==> config.mk <==
export PLATFORM = sky130hd
export DESIGN_NAME = div_unit
export DESIGN_NICKNAME = d
export VERILOG_FILES = /design/src/logic/div_pkg.sv /design/src/logic/sync_queue.sv /design/src/logic/div_engine.sv /design/src/logic/div_sequencer.sv /design/src/logic/div_unit.sv
export VERILOG_INCLUDE_DIRS = /design/src /design/src/logic
export SDC_FILE = /design/constraint.sdc
export NUM_CORES = 1
export LEC_CHECK = 0
export BUFFER_PORTS_ARGS = -buffer_cell sky130_fd_sc_hd__buf_2
export CORE_ASPECT_RATIO = 1.5
export CORE_MARGIN = 4
export CORE_UTILIZATION = 45
export DETAILED_ROUTE_END_ITERATION = 10
export MAX_ROUTING_LAYER = met4
export PLACE_DENSITY = 0.57
export SYNTH_ARGS = -nofsm -noshare
export SYNTH_HDL_FRONTEND = slang
export SYNTH_SLANG_ARGS = --single-unit
==> constraint.sdc <==
create_clock -name clk -period 3.6 [get_ports clk]
set_input_delay 0.72 -clock clk [delete_from_list [all_inputs] [get_ports clk]]
set_output_delay 0.72 -clock clk [all_outputs]
set_load 0.02 [all_outputs]
==> src/logic/div_config.svh <==
`ifndef DIV_CONFIG_SVH
`define DIV_CONFIG_SVH

// Operand and result width in bits
`define DIV_WIDTH 8

// Queue depths must be powers of two
`define CMD_DEPTH 4
`define RES_DEPTH 4

`endif

==> src/logic/div_pkg.sv <==
`default_nettype none

`include "div_config.svh"

package div_pkg;

    typedef logic [`DIV_WIDTH-1:0] word_t;  // Unsigned operand or result

    // One queued division request
    typedef struct packed {
        word_t dividend;
        word_t divisor;
    } cmd_t;

    // One finished division
    typedef struct packed {
        word_t quotient;
        word_t remainder;
        logic  error;      // Divide by zero
    } res_t;

endpackage

`default_nettype wire

==> src/logic/sync_queue.sv <==
`default_nettype none

module sync_queue #(
    parameter type payload_t = logic [7:0],
    parameter int  DEPTH     = 4
) (
    input  wire      clk,
    input  wire      rst_n,
    input  wire      push,
    input  wire      payload_t push_data,
    input  wire      pop,
    output payload_t head,
    output logic     empty,
    output logic     full
);

    localparam int AW = $clog2(DEPTH);

    payload_t      mem [DEPTH];
    logic [AW:0]   wr_ptr;     // Extra MSB tells full from empty
    logic [AW:0]   rd_ptr;
    logic          do_push;
    logic          do_pop;

    if (DEPTH < 2 || (DEPTH & (DEPTH - 1)) != 0) begin : g_bad_depth
        $error("sync_queue DEPTH must be a power of two of at least 2");
    end

    assign empty = (wr_ptr == rd_ptr);
    assign full  = (wr_ptr[AW] != rd_ptr[AW]) &&
                   (wr_ptr[AW-1:0] == rd_ptr[AW-1:0]);

    assign do_push = push && !full;    // Ignored when full
    assign do_pop  = pop && !empty;

    // First word falls through to the head
    assign head = mem[rd_ptr[AW-1:0]];

    always_ff @(posedge clk or negedge rst_n) begin
        if (!rst_n) begin
            wr_ptr <= '0;
            rd_ptr <= '0;
        end else begin
            if (do_push) begin
                wr_ptr <= wr_ptr + 1'b1;
            end
            if (do_pop) begin
                rd_ptr <= rd_ptr + 1'b1;
            end
        end
    end

    // Storage array
    always_ff @(posedge clk) begin
        if (do_push) begin
            mem[wr_ptr[AW-1:0]] <= push_data;
        end
    end

    // Producer must respect full, consumer must respect empty
    assert property (@(posedge clk) disable iff (!rst_n) push |-> !full)
        else $error("sync_queue: push while full");

    assert property (@(posedge clk) disable iff (!rst_n) pop |-> !empty)
        else $error("sync_queue: pop while empty");

endmodule

`default_nettype wire

==> src/logic/div_engine.sv <==
`default_nettype none

`include "div_config.svh"

module div_engine (
    input  wire            clk,
    input  wire            rst_n,
    input  wire            start,
    input  wire            div_pkg::word_t dividend,
    input  wire            div_pkg::word_t divisor,
    output logic           busy,
    output logic           done,
    output div_pkg::word_t quotient,
    output div_pkg::word_t remainder,
    output logic           error
);
    import div_pkg::*;

    localparam int W  = `DIV_WIDTH;
    localparam int CW = $clog2(W + 1);

    logic [CW-1:0] count;   // Dividend bits still to bring down
    word_t         dvd;     // Shifts out MSB first
    word_t         dvs;
    word_t         rem;     // Partial remainder
    word_t         quo;     // Quotient being built
    logic [W:0]    trial;
    logic          fits;

    // Shifted remainder needs one bit more than a word
    assign trial = {rem, dvd[W-1]};
    assign fits  = (trial >= {1'b0, dvs});

    always_ff @(posedge clk or negedge rst_n) begin
        if (!rst_n) begin
            busy  <= 1'b0;
            done  <= 1'b0;
            error <= 1'b0;
            count <= '0;
        end else begin
            done <= 1'b0;                       // Single cycle pulse
            if (!busy) begin
                if (start) begin
                    if (divisor == '0) begin
                        done  <= 1'b1;          // Answer right away
                        error <= 1'b1;
                    end else begin
                        busy  <= 1'b1;
                        error <= 1'b0;
                        count <= CW'(W);
                    end
                end
            end else if (count != '0) begin
                count <= count - 1'b1;
            end else begin
                // Publish and return to idle
                busy <= 1'b0;
                done <= 1'b1;
            end
        end
    end

    always_ff @(posedge clk) begin
        if (start && !busy) begin
            dvd <= dividend;
            dvs <= divisor;
            rem <= '0;
            quo <= '0;
            if (divisor == '0) begin
                quotient  <= '0;
                remainder <= '0;
            end
        end else if (busy) begin
            if (count != '0) begin
                dvd <= dvd << 1;
                quo <= {quo[W-2:0], fits};
                rem <= fits ? W'(trial - {1'b0, dvs}) : trial[W-1:0];
            end else begin
                quotient  <= quo;                // Held until next start
                remainder <= rem;
            end
        end
    end

    // The sequencer must wait for idle before starting again
    assert property (@(posedge clk) disable iff (!rst_n) start |-> !busy)
        else $error("div_engine: start while busy");

endmodule

`default_nettype wire

==> src/logic/div_sequencer.sv <==
`default_nettype none

module div_sequencer (
    input  wire            clk,
    input  wire            rst_n,
    input  wire            div_pkg::cmd_t cmd_head,
    input  wire            cmd_empty,
    input  wire            res_full,
    input  wire            eng_busy,
    input  wire            eng_done,
    input  wire            div_pkg::word_t eng_quotient,
    input  wire            div_pkg::word_t eng_remainder,
    input  wire            eng_error,
    output logic           cmd_pop,
    output logic           eng_start,
    output div_pkg::word_t eng_dividend,
    output div_pkg::word_t eng_divisor,
    output logic           res_push,
    output div_pkg::res_t  res_data
);
    import div_pkg::*;

    typedef enum logic [1:0] {S_IDLE, S_RUN, S_HOLD} state_t;

    state_t state;
    res_t   eng_res;
    res_t   held;        // Result parked while result queue is full
    logic   launch;

    assign eng_res = '{quotient: eng_quotient, remainder: eng_remainder, error: eng_error};

    // Work waiting, engine free, nothing parked
    assign launch = (state == S_IDLE) && !cmd_empty && !eng_busy;

    assign res_push = !res_full && ((state == S_RUN && eng_done) || state == S_HOLD);
    assign res_data = (state == S_HOLD) ? held : eng_res;

    always_ff @(posedge clk or negedge rst_n) begin
        if (!rst_n) begin
            state     <= S_IDLE;
            cmd_pop   <= 1'b0;
            eng_start <= 1'b0;
        end else begin
            cmd_pop   <= launch;    // Pop lines up with start
            eng_start <= launch;
            case (state)
                S_IDLE: begin
                    if (launch) begin
                        state <= S_RUN;
                    end
                end
                S_RUN: begin
                    if (eng_done) begin
                        state <= res_full ? S_HOLD : S_IDLE;
                    end
                end
                S_HOLD: begin
                    if (!res_full) begin
                        state <= S_IDLE;
                    end
                end
                default: state <= S_IDLE;
            endcase
        end
    end

    always_ff @(posedge clk) begin
        if (launch) begin
            eng_dividend <= cmd_head.dividend;
            eng_divisor  <= cmd_head.divisor;
        end
        if (state == S_RUN && eng_done) begin
            held <= eng_res;
        end
    end

    // Engine either starts running or answers a zero divisor at once
    assert property (@(posedge clk) disable iff (!rst_n)
                     eng_start |=> (eng_busy || eng_done))
        else $error("div_sequencer: engine ignored start");

endmodule

`default_nettype wire

==> src/logic/div_unit.sv <==
`default_nettype none

`include "div_config.svh"

module div_unit (
    input  wire            clk,
    input  wire            rst_n,
    input  wire            cmd_push,
    input  wire            div_pkg::word_t cmd_dividend,
    input  wire            div_pkg::word_t cmd_divisor,
    output logic           cmd_full,
    input  wire            res_pop,
    output logic           res_empty,
    output div_pkg::word_t res_quotient,
    output div_pkg::word_t res_remainder,
    output logic           res_error
);
    import div_pkg::*;

    cmd_t  cmd_in;
    cmd_t  cmd_head;
    logic  cmd_empty;
    logic  cmd_pop;
    res_t  res_in;
    res_t  res_head;
    logic  res_full;
    logic  res_push;
    logic  eng_start;
    logic  eng_busy;
    logic  eng_done;
    logic  eng_error;
    word_t eng_dividend;
    word_t eng_divisor;
    word_t eng_quotient;
    word_t eng_remainder;

    assign cmd_in = '{dividend: cmd_dividend, divisor: cmd_divisor};

    // Head of result queue straight to the host
    assign res_quotient  = res_head.quotient;
    assign res_remainder = res_head.remainder;
    assign res_error     = res_head.error;

    sync_queue #(.payload_t(cmd_t), .DEPTH(`CMD_DEPTH)) cmd_queue (
        .clk       (clk),
        .rst_n     (rst_n),
        .push      (cmd_push),
        .push_data (cmd_in),
        .pop       (cmd_pop),
        .head      (cmd_head),
        .empty     (cmd_empty),
        .full      (cmd_full)
    );

    div_sequencer sequencer (
        .clk           (clk),
        .rst_n         (rst_n),
        .cmd_head      (cmd_head),
        .cmd_empty     (cmd_empty),
        .res_full      (res_full),
        .eng_busy      (eng_busy),
        .eng_done      (eng_done),
        .eng_quotient  (eng_quotient),
        .eng_remainder (eng_remainder),
        .eng_error     (eng_error),
        .cmd_pop       (cmd_pop),
        .eng_start     (eng_start),
        .eng_dividend  (eng_dividend),
        .eng_divisor   (eng_divisor),
        .res_push      (res_push),
        .res_data      (res_in)
    );

    div_engine engine (
        .clk       (clk),
        .rst_n     (rst_n),
        .start     (eng_start),
        .dividend  (eng_dividend),
        .divisor   (eng_divisor),
        .busy      (eng_busy),
        .done      (eng_done),
        .quotient  (eng_quotient),
        .remainder (eng_remainder),
        .error     (eng_error)
    );

    sync_queue #(.payload_t(res_t), .DEPTH(`RES_DEPTH)) res_queue (
        .clk       (clk),
        .rst_n     (rst_n),
        .push      (res_push),
        .push_data (res_in),
        .pop       (res_pop),
        .head      (res_head),
        .empty     (res_empty),
        .full      (res_full)
    );

endmodule

`default_nettype wire

==> flow_metrics.env, run 1 <==
export IMPL_fp_dieH_um=184
export IMPL_grt_ovfl_total=0
export IMPL_ys_seq_area_share_pct=72.7
export IMPL_min_period_ns=2.85
export IMPL_synth_nets=581
export IMPL_ctsLongestPathBuffers=3
export IMPL_htree_levels=1
export IMPL_yosys_area_share_simple_pct=6.62
export IMPL_die_area_um2=23200
export IMPL_wl_um=14600
export IMPL_yosys_most_used_dff="edfxtp_1"
export IMPL_grt_setup_unrepaired="false"
export IMPL_finalSetupViolCount=0
export IMPL_synth_fa_ha_area_share_pct=2.90
export IMPL_antenna_found_initial=0
export IMPL_slew_headroom_pct=42.5
export IMPL_hold_class="input pin to async pin"
export IMPL_synth_xor_area_share_pct=1.88
export IMPL_clk_pin_slew_ns=0.07
export IMPL_yosysUniqueCellTypes=49
export IMPL_wl_per_cell_um=16.6
export IMPL_ir_worst_vdd_mv=0.478
export IMPL_syn_instance_count=540
export IMPL_drive_above_1_share_pct=23.3
export IMPL_hold_viol_final=0
export IMPL_ys_ff_latch=235
export IMPL_crit_type="flip-flop to output pin"
export IMPL_finalClockSkew_ns=0.00986
export IMPL_tightest_slew_ns=0.863
export IMPL_cts_setup_buffers=0
export IMPL_area_growth_pct=12.7
export IMPL_hpwl_um=10100
export IMPL_grt_max_degree=30
export IMPL_power_total_mw=8.61
export IMPL_synth_top_family_by_area="multiplexers"
export IMPL_grt_pass1_vias=4859
export IMPL_status="finished clean"
export IMPL_worst_r2r_startpoint="res_queue.rd_ptr[1]"
export IMPL_startpoint="res_queue.rd_ptr[1]"
export IMPL_crit_fanout=20
export IMPL_finalCritPeriodShare_pct=79.1
export IMPL_core_area_um2=20400
export IMPL_yosys_area_top_type="edfxtp_1"
export IMPL_postSynthAreaPerCell_um2=17.3
export IMPL_diodes=0
export IMPL_async_flop_share_pct=9.36
export IMPL_synth_compound_area_share_pct=3.00
export IMPL_setup_tns_ns=0
export IMPL_rows=64
export IMPL_synth_area_leaders="edfxtp_1 63%, mux4_2 8.0%, dfrtp_1 5.9%"
export IMPL_io_pins=39
export IMPL_layout_nets=642
export IMPL_cts_resized_gates=0
export IMPL_start_kind="flip-flop"
export IMPL_io_buffer_count=38
export IMPL_tritoncts="built"
export IMPL_grt_first_pass_wirelength_um=24900
export IMPL_maxCapViolations=0
export IMPL_clkSinkCount=235
export IMPL_fmax_mhz=351
export IMPL_dr_pass1_iters=5
export IMPL_post_drt_via_cell_ratio=5.10
export IMPL_cts_hold_buffers=0
export IMPL_cts_root_buffer="clkbuf_16"
export IMPL_synth_area_um2=9330
export IMPL_synth_mux_area_share_pct=10.7
export IMPL_synth_edf_count=197
export IMPL_synthTopCellsByCount="197 x edfxtp_1, 56 x nand2_1, 33 x mux4_2, 22 x and2_1, 22 x dfrtp_1"
export IMPL_vias=4494
export IMPL_initial_utilization_pct=45.7
export IMPL_cts_buffers=22
export IMPL_holdWs_ns=0.186
export IMPL_crit_arrival_ns=2.13
export IMPL_grtUsageTotal_pct=13.6
export IMPL_insertion_delay_ns=0.50
export IMPL_yosys_warnings=0
export IMPL_cellPowerDensity_nw_per_um2=818
export IMPL_power_leakage_nw=3.74
export IMPL_fp_dieW_um=126
export IMPL_globalplace_congestion=0.789
export IMPL_endpoint_kind="output pin"
export IMPL_drtAntennaViolNets=0
export IMPL_yosysMostFrequentCell="edfxtp_1"
export IMPL_slew_viol_final=0
export IMPL_route_detailed_drc=0
export IMPL_required_ns=2.88
export IMPL_drtIter0Drc=222
export IMPL_synth_top_cell_area_share_pct=63.4
-- power by group --
| group | switching [mW] | total [mW] | internal [mW] |
|---|---|---|---|
| logic | 1.45 | 2.56 | 1.11 |
| registers | 0.274 | 3.95 | 3.68 |
| clock network | 0.933 | 2.10 | 1.16 |
-- per-stage QoR --
stage / area [um2] / utilization, % / worst slack (ns) / cells
detailed placement: 9860 / 48.3 / 1.23 / 841
finish: 10500 / 51.5 / 0.753 / 881
CTS: 10500 / 51.5 / 0.707 / 881
floorplan: 9330 / - / 0.529 / 540
global placement: 9860 / 48.3 / 1.28 / 841
global route: 10500 / 51.5 / 0.554 / 881
-- routing by layer --
layer  vias to the layer above  GRT usage [%]  share of wire (%)
met2                        71           25.8                 56
met4                         0           4.04                2.6
met5                         -              -                  0
li1                       2163              -                  -
met1                      2224           14.8                 38
met3                        36           1.88                3.4
-- sequential cells by signal (all words and copies together) (netlist names), 2 cells and up --
| register | cells |
|---|---|
| engine.rem | 8 |
| engine.dvs | 8 |
| res_queue.rd_ptr | 3 |
| sequencer.eng_divisor | 8 |
| engine.remainder | 8 |
| res_queue.mem | 68 |
| engine.count | 4 |
| cmd_queue.rd_ptr | 3 |
| sequencer.held | 17 |
| engine.quo | 8 |
| cmd_queue.mem | 64 |
| engine.quotient | 8 |
| sequencer.state | 2 |
| cmd_queue.wr_ptr | 3 |
| res_queue.wr_ptr | 3 |
| engine.dvd | 8 |
| sequencer.eng_dividend | 8 |
-- layout by cell type, fill, tap and decap left out, drive strengths merged, types with 10 or more instances in the layout --
cell type	count
a21oi	16
and2	24
buf	56
clkbuf	27
clkinv	12
dfrtp	22
dfxtp	16
edfxtp	197
ha	20
inv	19
mux2	19
mux4	33
nand2	56
nand3	12
nor2	12
o21ai	10
xnor2	15
-- cell families (layout without fill, tap and decap cells) --
kind of cell | count (synthesis) | after routing
adder cells (fa/ha/maj) | 21 | 21
flip-flops | 235 | 235
AND/OR/NAND/NOR | 126 | 126
AO/OA/AOI/OAI | 43 | 43
multiplexers | 56 | 56
XOR/XNOR | 20 | 20
buffers and inverters | 39 | 116
-- worst paths after layout --
kind                                         to  slack [ns]  cells after the start
max reg2reg                res_queue.mem[0][13]        1.31                      4
min reg2reg                   sequencer.held[9]        0.44                      0
min                         res_queue.rd_ptr[2]        0.19                      1
min in group clk           cmd_queue.mem[3][10]        0.44                      1
max                                   res_empty        0.75                      4
max in group asynchronous       engine.count[2]        3.05                      1
-- layout make-up --
class / count / area, um2
inverters: 20 / 75.1
repair buffers: 56 / 325
clock inverters: 13 / 61.3
clock buffers: 27 / 591
well taps: 264 / 330
flip-flops and latches: 235 / 6790
multi-input cells: 266 / 2350
fillers: 1719 / 9900
-- worst max-delay path, stage by stage, from the launching register on --
cell and delay (ns):
dfrtp_1 0.70, xnor2_1 0.51, nand3b_1 0.18, inv_1 0.08
buf_2 0.16
No activity file was read; power rests on OpenSTA's default activity.
==> run 2, diff against run 1 <==
--- a/config.mk
+++ b/config.mk
@@ -6,13 +6,14 @@
 export SDC_FILE = /design/constraint.sdc
 export NUM_CORES = 1
 export LEC_CHECK = 0
+export ABC_AREA = 1
 export BUFFER_PORTS_ARGS = -buffer_cell sky130_fd_sc_hd__buf_2
 export CORE_ASPECT_RATIO = 1.5
 export CORE_MARGIN = 4
 export CORE_UTILIZATION = 45
 export DETAILED_ROUTE_END_ITERATION = 10
 export MAX_ROUTING_LAYER = met4
-export PLACE_DENSITY = 0.57
+export PLACE_DENSITY = 0.6
 export SYNTH_ARGS = -nofsm -noshare
 export SYNTH_HDL_FRONTEND = slang
 export SYNTH_SLANG_ARGS = --single-unit
==> constraint.sdc (replaced) <==
create_clock -name clk -period 2.45 [get_ports clk]
set_input_delay 0.49 -clock clk [delete_from_list [all_inputs] [get_ports clk]]
set_output_delay 0.49 -clock clk [all_outputs]
set_load 0.02 [all_outputs]
==> run 2 against run 1 <==
  * Worst setup slack worse by 0.57 ns
  * Clock skew down 0.0032 ns
  * Sequential power up 48%
  * Flip-flop and latch count unchanged
  * Critical endpoint is now res_remainder[3]
  * Highest routed layer unchanged
  * Largest power group unchanged
  * Critical path type unchanged
  * Synthesized cell count up 41%
  * Die area up 2.7%
  * Critical path depth unchanged
==> flow_metrics.env, run 2 <==
export IMPL_route_detailed_drc=0
export IMPL_dr_pass1_iters=4
export IMPL_grt_use_met2_pct=28.5
export IMPL_synth_top_cell_area_share_pct=61.6
export IMPL_cts_root_buffer="clkbuf_16"
export IMPL_die_area_um2=23800
export IMPL_cts_buffers=23
export IMPL_finalCritPeriodShare_pct=92.6
export IMPL_area_growth_pct=13.3
export IMPL_fmax_mhz=441
export IMPL_diodes=0
export IMPL_power_leakage_nw=4.14
export IMPL_tritoncts="built"
export IMPL_insertion_delay_ns=0.50
export IMPL_crit_arrival_ns=1.78
export IMPL_cp_cell_sequence="buf_6 -> o21ai_0 -> o22ai_1 -> buf_2"
export IMPL_hpwl_um=10900
export IMPL_drtAntennaViolNets=0
export IMPL_slew_headroom_pct=35.3
export IMPL_drtIter0Drc=256
export IMPL_slew_viol_final=0
export IMPL_syn_instance_count=759
export IMPL_yosysMostFrequentCell="edfxtp_1"
export IMPL_globalplace_congestion=0.982
export IMPL_clkSinkCount=235
export IMPL_postSynthAreaPerCell_um2=12.7
export IMPL_clk_pin_slew_ns=0.06
export IMPL_critPathMaxStageDelay_ns=0.49
export IMPL_fp_dieW_um=127
export IMPL_ctsLongestPathBuffers=3
export IMPL_maxCapViolations=0
export IMPL_yosysUniqueCellTypes=41
export IMPL_grt_max_degree=36
export IMPL_final_common_cell="edfxtp_1"
export IMPL_core_area_um2=21000
export IMPL_synthTopCellsByCount="197 x edfxtp_1, 115 x nor2_1, 73 x nand2_1, 71 x o21ai_0, 62 x inv_1"
export IMPL_start_kind="flip-flop"
export IMPL_io_buffer_count=38
export IMPL_hold_class="input pin to flip-flop"
export IMPL_grtUsageMet1_pct=14.9
export IMPL_grt_ovfl_total=0
export IMPL_post_place_ws_ns=0.463
export IMPL_wl_per_cell_um=15.1
export IMPL_synth_nets=800
export IMPL_ys_ff_latch=235
export IMPL_status="finished clean"
export IMPL_finalClockSkew_ns=0.00661
export IMPL_synth_edf_count=197
export IMPL_final_util_pct=51.9
export IMPL_fp_dieH_um=187
export IMPL_r2r_slack_ns=0.72
export IMPL_io_pins=39
export IMPL_largest_register_ffs=68
export IMPL_grtUsageTotal_pct=14.7
export IMPL_yosys_warnings=0
export IMPL_antenna_found_initial=0
export IMPL_yosys_area_top_type="edfxtp_1"
export IMPL_layout_nets=856
export IMPL_grt_setup_unrepaired="false"
export IMPL_min_period_ns=2.27
export IMPL_grt_pass1_vias=5784
export IMPL_cellPowerDensity_nw_per_um2=1270
export IMPL_synth_area_leaders="edfxtp_1 62%, dfrtp_1 5.7%, nor2_1 4.5%"
export IMPL_holdWs_ns=0.204
export IMPL_crit_type="flip-flop to output pin"
export IMPL_required_ns=1.96
export IMPL_grtUsageMet3_pct=2.31
export IMPL_vias=5575
export IMPL_yosys_most_used_dff="edfxtp_1"
export IMPL_tightest_slew_ns=0.970
export IMPL_grt_first_pass_wirelength_um=27900
export IMPL_finalSetupViolCount=0
export IMPL_hold_viol_final=0
export IMPL_crit_fanout=34
export IMPL_critPathBufInv=2
export IMPL_wl_um=16600
export IMPL_post_drt_via_cell_ratio=5.08
export IMPL_async_flop_share_pct=9.36
export IMPL_drive_above_1_share_pct=16.0
export IMPL_ys_seq_area_share_pct=70.7
export IMPL_layout_common_cells="197 x edfxtp_1, 115 x nor2_1, 73 x nand2_1"
export IMPL_busiest_layer="met2"
export IMPL_endpoint_kind="output pin"
export IMPL_n_fill_cell=1770
export IMPL_cpMaxStageDelayCell="dfrtp_1"
export IMPL_htree_levels=1
export IMPL_ir_worst_vdd_mv=0.863
export IMPL_rows=65
export IMPL_setup_ws_ns=0.181
export IMPL_synth_area_um2=9600
export IMPL_crit_family="flip-flops"
export IMPL_setup_tns_ns=0
export IMPL_initial_utilization_pct=45.8
[run 2: path summary, 6_finish.rpt]
| path | from | end | depth (start not counted) |
|---|---|---|---|
| max | res_queue.rd_ptr[0] | res_remainder[3] | 4 |
| min | cmd_dividend[7] | cmd_queue.mem[3][15] | 1 |
| max reg2reg | engine.rem[3] | engine.rem[2] | 9 |
| min reg2reg | engine.quotient[4] | sequencer.held[13] | 0 |
| max in group asynchronous | rst_n | sequencer.cmd_pop | 2 |
| min in group asynchronous | rst_n | cmd_queue.wr_ptr[0] | 2 |
[run 2: per-layer routing]
| metal | up-vias | wire (um) |
|---|---|---|
| li1 | 2761 | - |
| met1 | 2699 | 6300 |
| met2 | 89 | 9340 |
| met3 | 26 | 568 |
| met4 | 0 | 348 |
| met5 | - | 0 |
[run 2: what timing repair did]
action	4_1_cts	5_1_grt
endpoints found under the hold margin	22	0
setup endpoints to repair	7	9
hold buffers	1	0
buffers inserted	0	1
resized for setup	2	1
[run 2: kinds of logic (layout without fill, tap and decap cells)]
| kind of cell | count (synthesis) | in the layout | synth area share, % |
|---|---|---|---|
| flops | 235 | 235 | 70.7 |
| buf+inv | 100 | 170 | 4.43 |
| xor+xnor | 16 | 16 | 1.69 |
| fa+ha+maj | 21 | 21 | 2.81 |
| compound gates | 128 | 128 | 7.24 |
| simple gates | 243 | 243 | 11.3 |
| mux | 16 | 16 | 1.88 |
[run 2: area by class of cell]
| type | instances | area (um2) | share of cell area (%) |
|---|---|---|---|
| Clock buffer | 31 | 636 | 5.84 |
| Clock inverter | 8 | 88.8 | 0.816 |
| Inverter | 72 | 277 | 2.54 |
| Multi-Input combinational cell | 424 | 2390 | 22.0 |
| Sequential cell | 235 | 6790 | 62.4 |
| Tap cell | 268 | 335 | 3.08 |
| Timing Repair Buffer | 59 | 367 | 3.37 |
[run 2: power by group]
part	total (mW)	internal, mW	switching (mW)
combinational	4.59	1.57	3.02
clock	3.36	2.01	1.34
sequential	5.83	5.45	0.374
total	13.8	9.04	4.74
[run 2: through the flow]
step / cells / cell area (um2) / power (mW)
after floorplan: 759 / 9600 / 9.31
after global placement: 1056 / 10100 / 10.3
after detailed placement: 1056 / 10100 / 10.5
after CTS: 1096 / 10900 / 13.9
after global routing: 1097 / 10900 / 14.8
final: 1097 / 10900 / 13.8
==> run 3, diff against run 2 <==
--- a/config.mk
+++ b/config.mk
@@ -7,13 +7,15 @@
 export NUM_CORES = 1
 export LEC_CHECK = 0
 export ABC_AREA = 1
+export ABC_CLOCK_PERIOD_IN_PS = 2600
 export BUFFER_PORTS_ARGS = -buffer_cell sky130_fd_sc_hd__buf_2
 export CORE_ASPECT_RATIO = 1.5
 export CORE_MARGIN = 4
 export CORE_UTILIZATION = 45
 export DETAILED_ROUTE_END_ITERATION = 10
 export MAX_ROUTING_LAYER = met4
-export PLACE_DENSITY = 0.6
+export PLACE_DENSITY = 0.57
+export SKIP_CTS_REPAIR_TIMING = 1
 export SYNTH_ARGS = -nofsm -noshare
 export SYNTH_HDL_FRONTEND = slang
 export SYNTH_SLANG_ARGS = --single-unit
==> constraint.sdc (replaced) <==
create_clock -name clk -period 2.6 [get_ports clk]
set_input_delay 0.52 -clock clk [delete_from_list [all_inputs] [get_ports clk]]
set_output_delay 0.52 -clock clk [all_outputs]
set_load 0.02 [all_outputs]
==> run 3 against run 2 <==
  * The flow now finishes with violations (hold timing)
  * Critical path depth unchanged
  * First-iteration DRC count increased by 5.5%
  * Clock skew increased by 0.0079 ns
  * Core utilization decreased by 0.17 points
  * Power decreased by 6.1%
  * Flip-flop and latch count unchanged
==> flow_metrics.env, run 3 (synthesized netlist as in run 2, its figures left out) <==
export IMPL_wl_um=16800
export IMPL_area_growth_pct=12.9
export IMPL_slew_headroom_pct=35.2
export IMPL_grtUsageTotal_pct=15.0
export IMPL_fp_dieW_um=127
export IMPL_grt_ovfl_total=0
export IMPL_htree_levels=1
export IMPL_antenna_found_initial=0
export IMPL_finalCritPeriodShare_pct=94.9
export IMPL_slew_viol_final=0
export IMPL_worst_r2r_startpoint="sequencer.state[0]"
export IMPL_hold_class="input pin to async pin"
export IMPL_drtAntennaViolNets=0
export IMPL_clk_pin_slew_ns=0.06
export IMPL_insertion_delay_ns=0.50
export IMPL_drtIter0Drc=270
export IMPL_grt_first_pass_wirelength_um=28400
export IMPL_vias=5552
export IMPL_min_period_ns=2.47
export IMPL_layout_nets=853
export IMPL_globalplace_congestion=0.845
export IMPL_crit_type="flip-flop to output pin"
export IMPL_maxCapViolations=0
export IMPL_final_util_pct=51.7
export IMPL_final_common_cell="edfxtp_1"
export IMPL_rows=65
export IMPL_required_ns=2.08
export IMPL_route_detailed_drc=0
export IMPL_drive_above_1_share_pct=16.3
export IMPL_power_leakage_nw=4.13
export IMPL_die_area_um2=23800
export IMPL_initial_utilization_pct=45.8
export IMPL_ctsLongestPathBuffers=3
export IMPL_io_pins=39
export IMPL_cts_root_buffer="clkbuf_16"
export IMPL_r2r_slack_ns=0.74
export IMPL_multi_input_area_um2=2390
export IMPL_cellPowerDensity_nw_per_um2=1190
export IMPL_grt_max_degree=36
export IMPL_fmax_mhz=405
export IMPL_layout_common_cells="197 x edfxtp_1, 115 x nor2_1, 73 x nand2_1"
export IMPL_r2r_cells=6
export IMPL_ff_latch_area_um2=6790
export IMPL_wl_per_cell_um=15.3
export IMPL_grt_pass1_vias=5794
export IMPL_io_buffer_count=38
export IMPL_core_area_um2=21000
export IMPL_clkSinkCount=235
export IMPL_grt_setup_unrepaired="false"
export IMPL_diodes=0
export IMPL_hold_viol_final=9
export IMPL_crit_arrival_ns=1.95
export IMPL_n_fill_cell=1811
export IMPL_reg2reg_to="res_queue.mem[0][10]"
export IMPL_hpwl_um=11200
export IMPL_holdWs_ns=-0.00512
export IMPL_crit_fanout=35
export IMPL_status="finished with violations"
export IMPL_setup_tns_ns=0
export IMPL_ir_worst_vdd_mv=0.822
export IMPL_final_area_um2=10800
export IMPL_largest_register_ffs=68
export IMPL_finalSetupViolCount=0
export IMPL_start_kind="flip-flop"
export IMPL_post_drt_via_cell_ratio=5.07
export IMPL_tightest_slew_ns=0.972
export IMPL_cts_buffers=23
export IMPL_endpoint_kind="output pin"
export IMPL_dr_pass1_iters=4
export IMPL_finalClockSkew_ns=0.0145
export IMPL_tritoncts="built"
export IMPL_placed_area_um2=10100
export IMPL_power_total_mw=12.9
export IMPL_fp_dieH_um=187
export IMPL_violations="hold timing"
[run 3: worst max-delay path by stage]
stage / start / endpoint / slack [ns] / cells after the start
2_1_floorplan: engine.count[0] / engine.quotient[0] / 0.29 / 4
3_3_place_gp: res_queue.rd_ptr[1] / res_quotient[3] / 0.72 / 4
3_5_place_dp: res_queue.rd_ptr[1] / res_quotient[1] / 0.62 / 4
4_1_cts: res_queue.rd_ptr[1] / res_quotient[1] / 0.08 / 4
5_1_grt: res_queue.rd_ptr[0] / res_quotient[7] / 0.01 / 4
6_report: res_queue.rd_ptr[0] / res_quotient[1] / 0.13 / 4
[run 3: routing by layer]
metal / up-vias / share of wire, % / track usage (%)
li1: 2759 / - / -
met1: 2680 / 38 / 15.6
met2: 84 / 56 / 28.9
met3: 29 / 3.5 / 2.20
met4: 0 / 1.8 / 3.76
met5: - / 0 / -
[run 3: stage by stage]
stage,worst slack [ns],instances
3_5_place_dp,0.622,1055
6_report,0.133,1096
4_1_cts,0.0835,1096
2_1_floorplan,0.290,759
5_1_grt,0.0109,1096
3_3_place_gp,0.718,1055
[run 3: layout make-up]
type                            count  area share (%)
Timing Repair Buffer               56            3.00
Multi-Input combinational cell    424            22.0
Sequential cell                   235            62.6
Tap cell                          268            3.09
Clock inverter                     12           0.958
Inverter                           72            2.53
Clock buffer                       29            5.79
[run 3: power breakdown]
| part | switching, mW | internal, mW |
|---|---|---|
| Combinational | 2.84 | 1.44 |
| Clock | 1.35 | 1.83 |
| Sequential | 0.349 | 5.14 |
| Total | 4.53 | 8.41 |
[run 3: worst max-delay path, stage by stage, from the launching register on]
cell and delay [ns]:
dfrtp_1 0.45, inv_2 0.46, o21ai_0 0.21, o22ai_1 0.14, buf_2 0.18
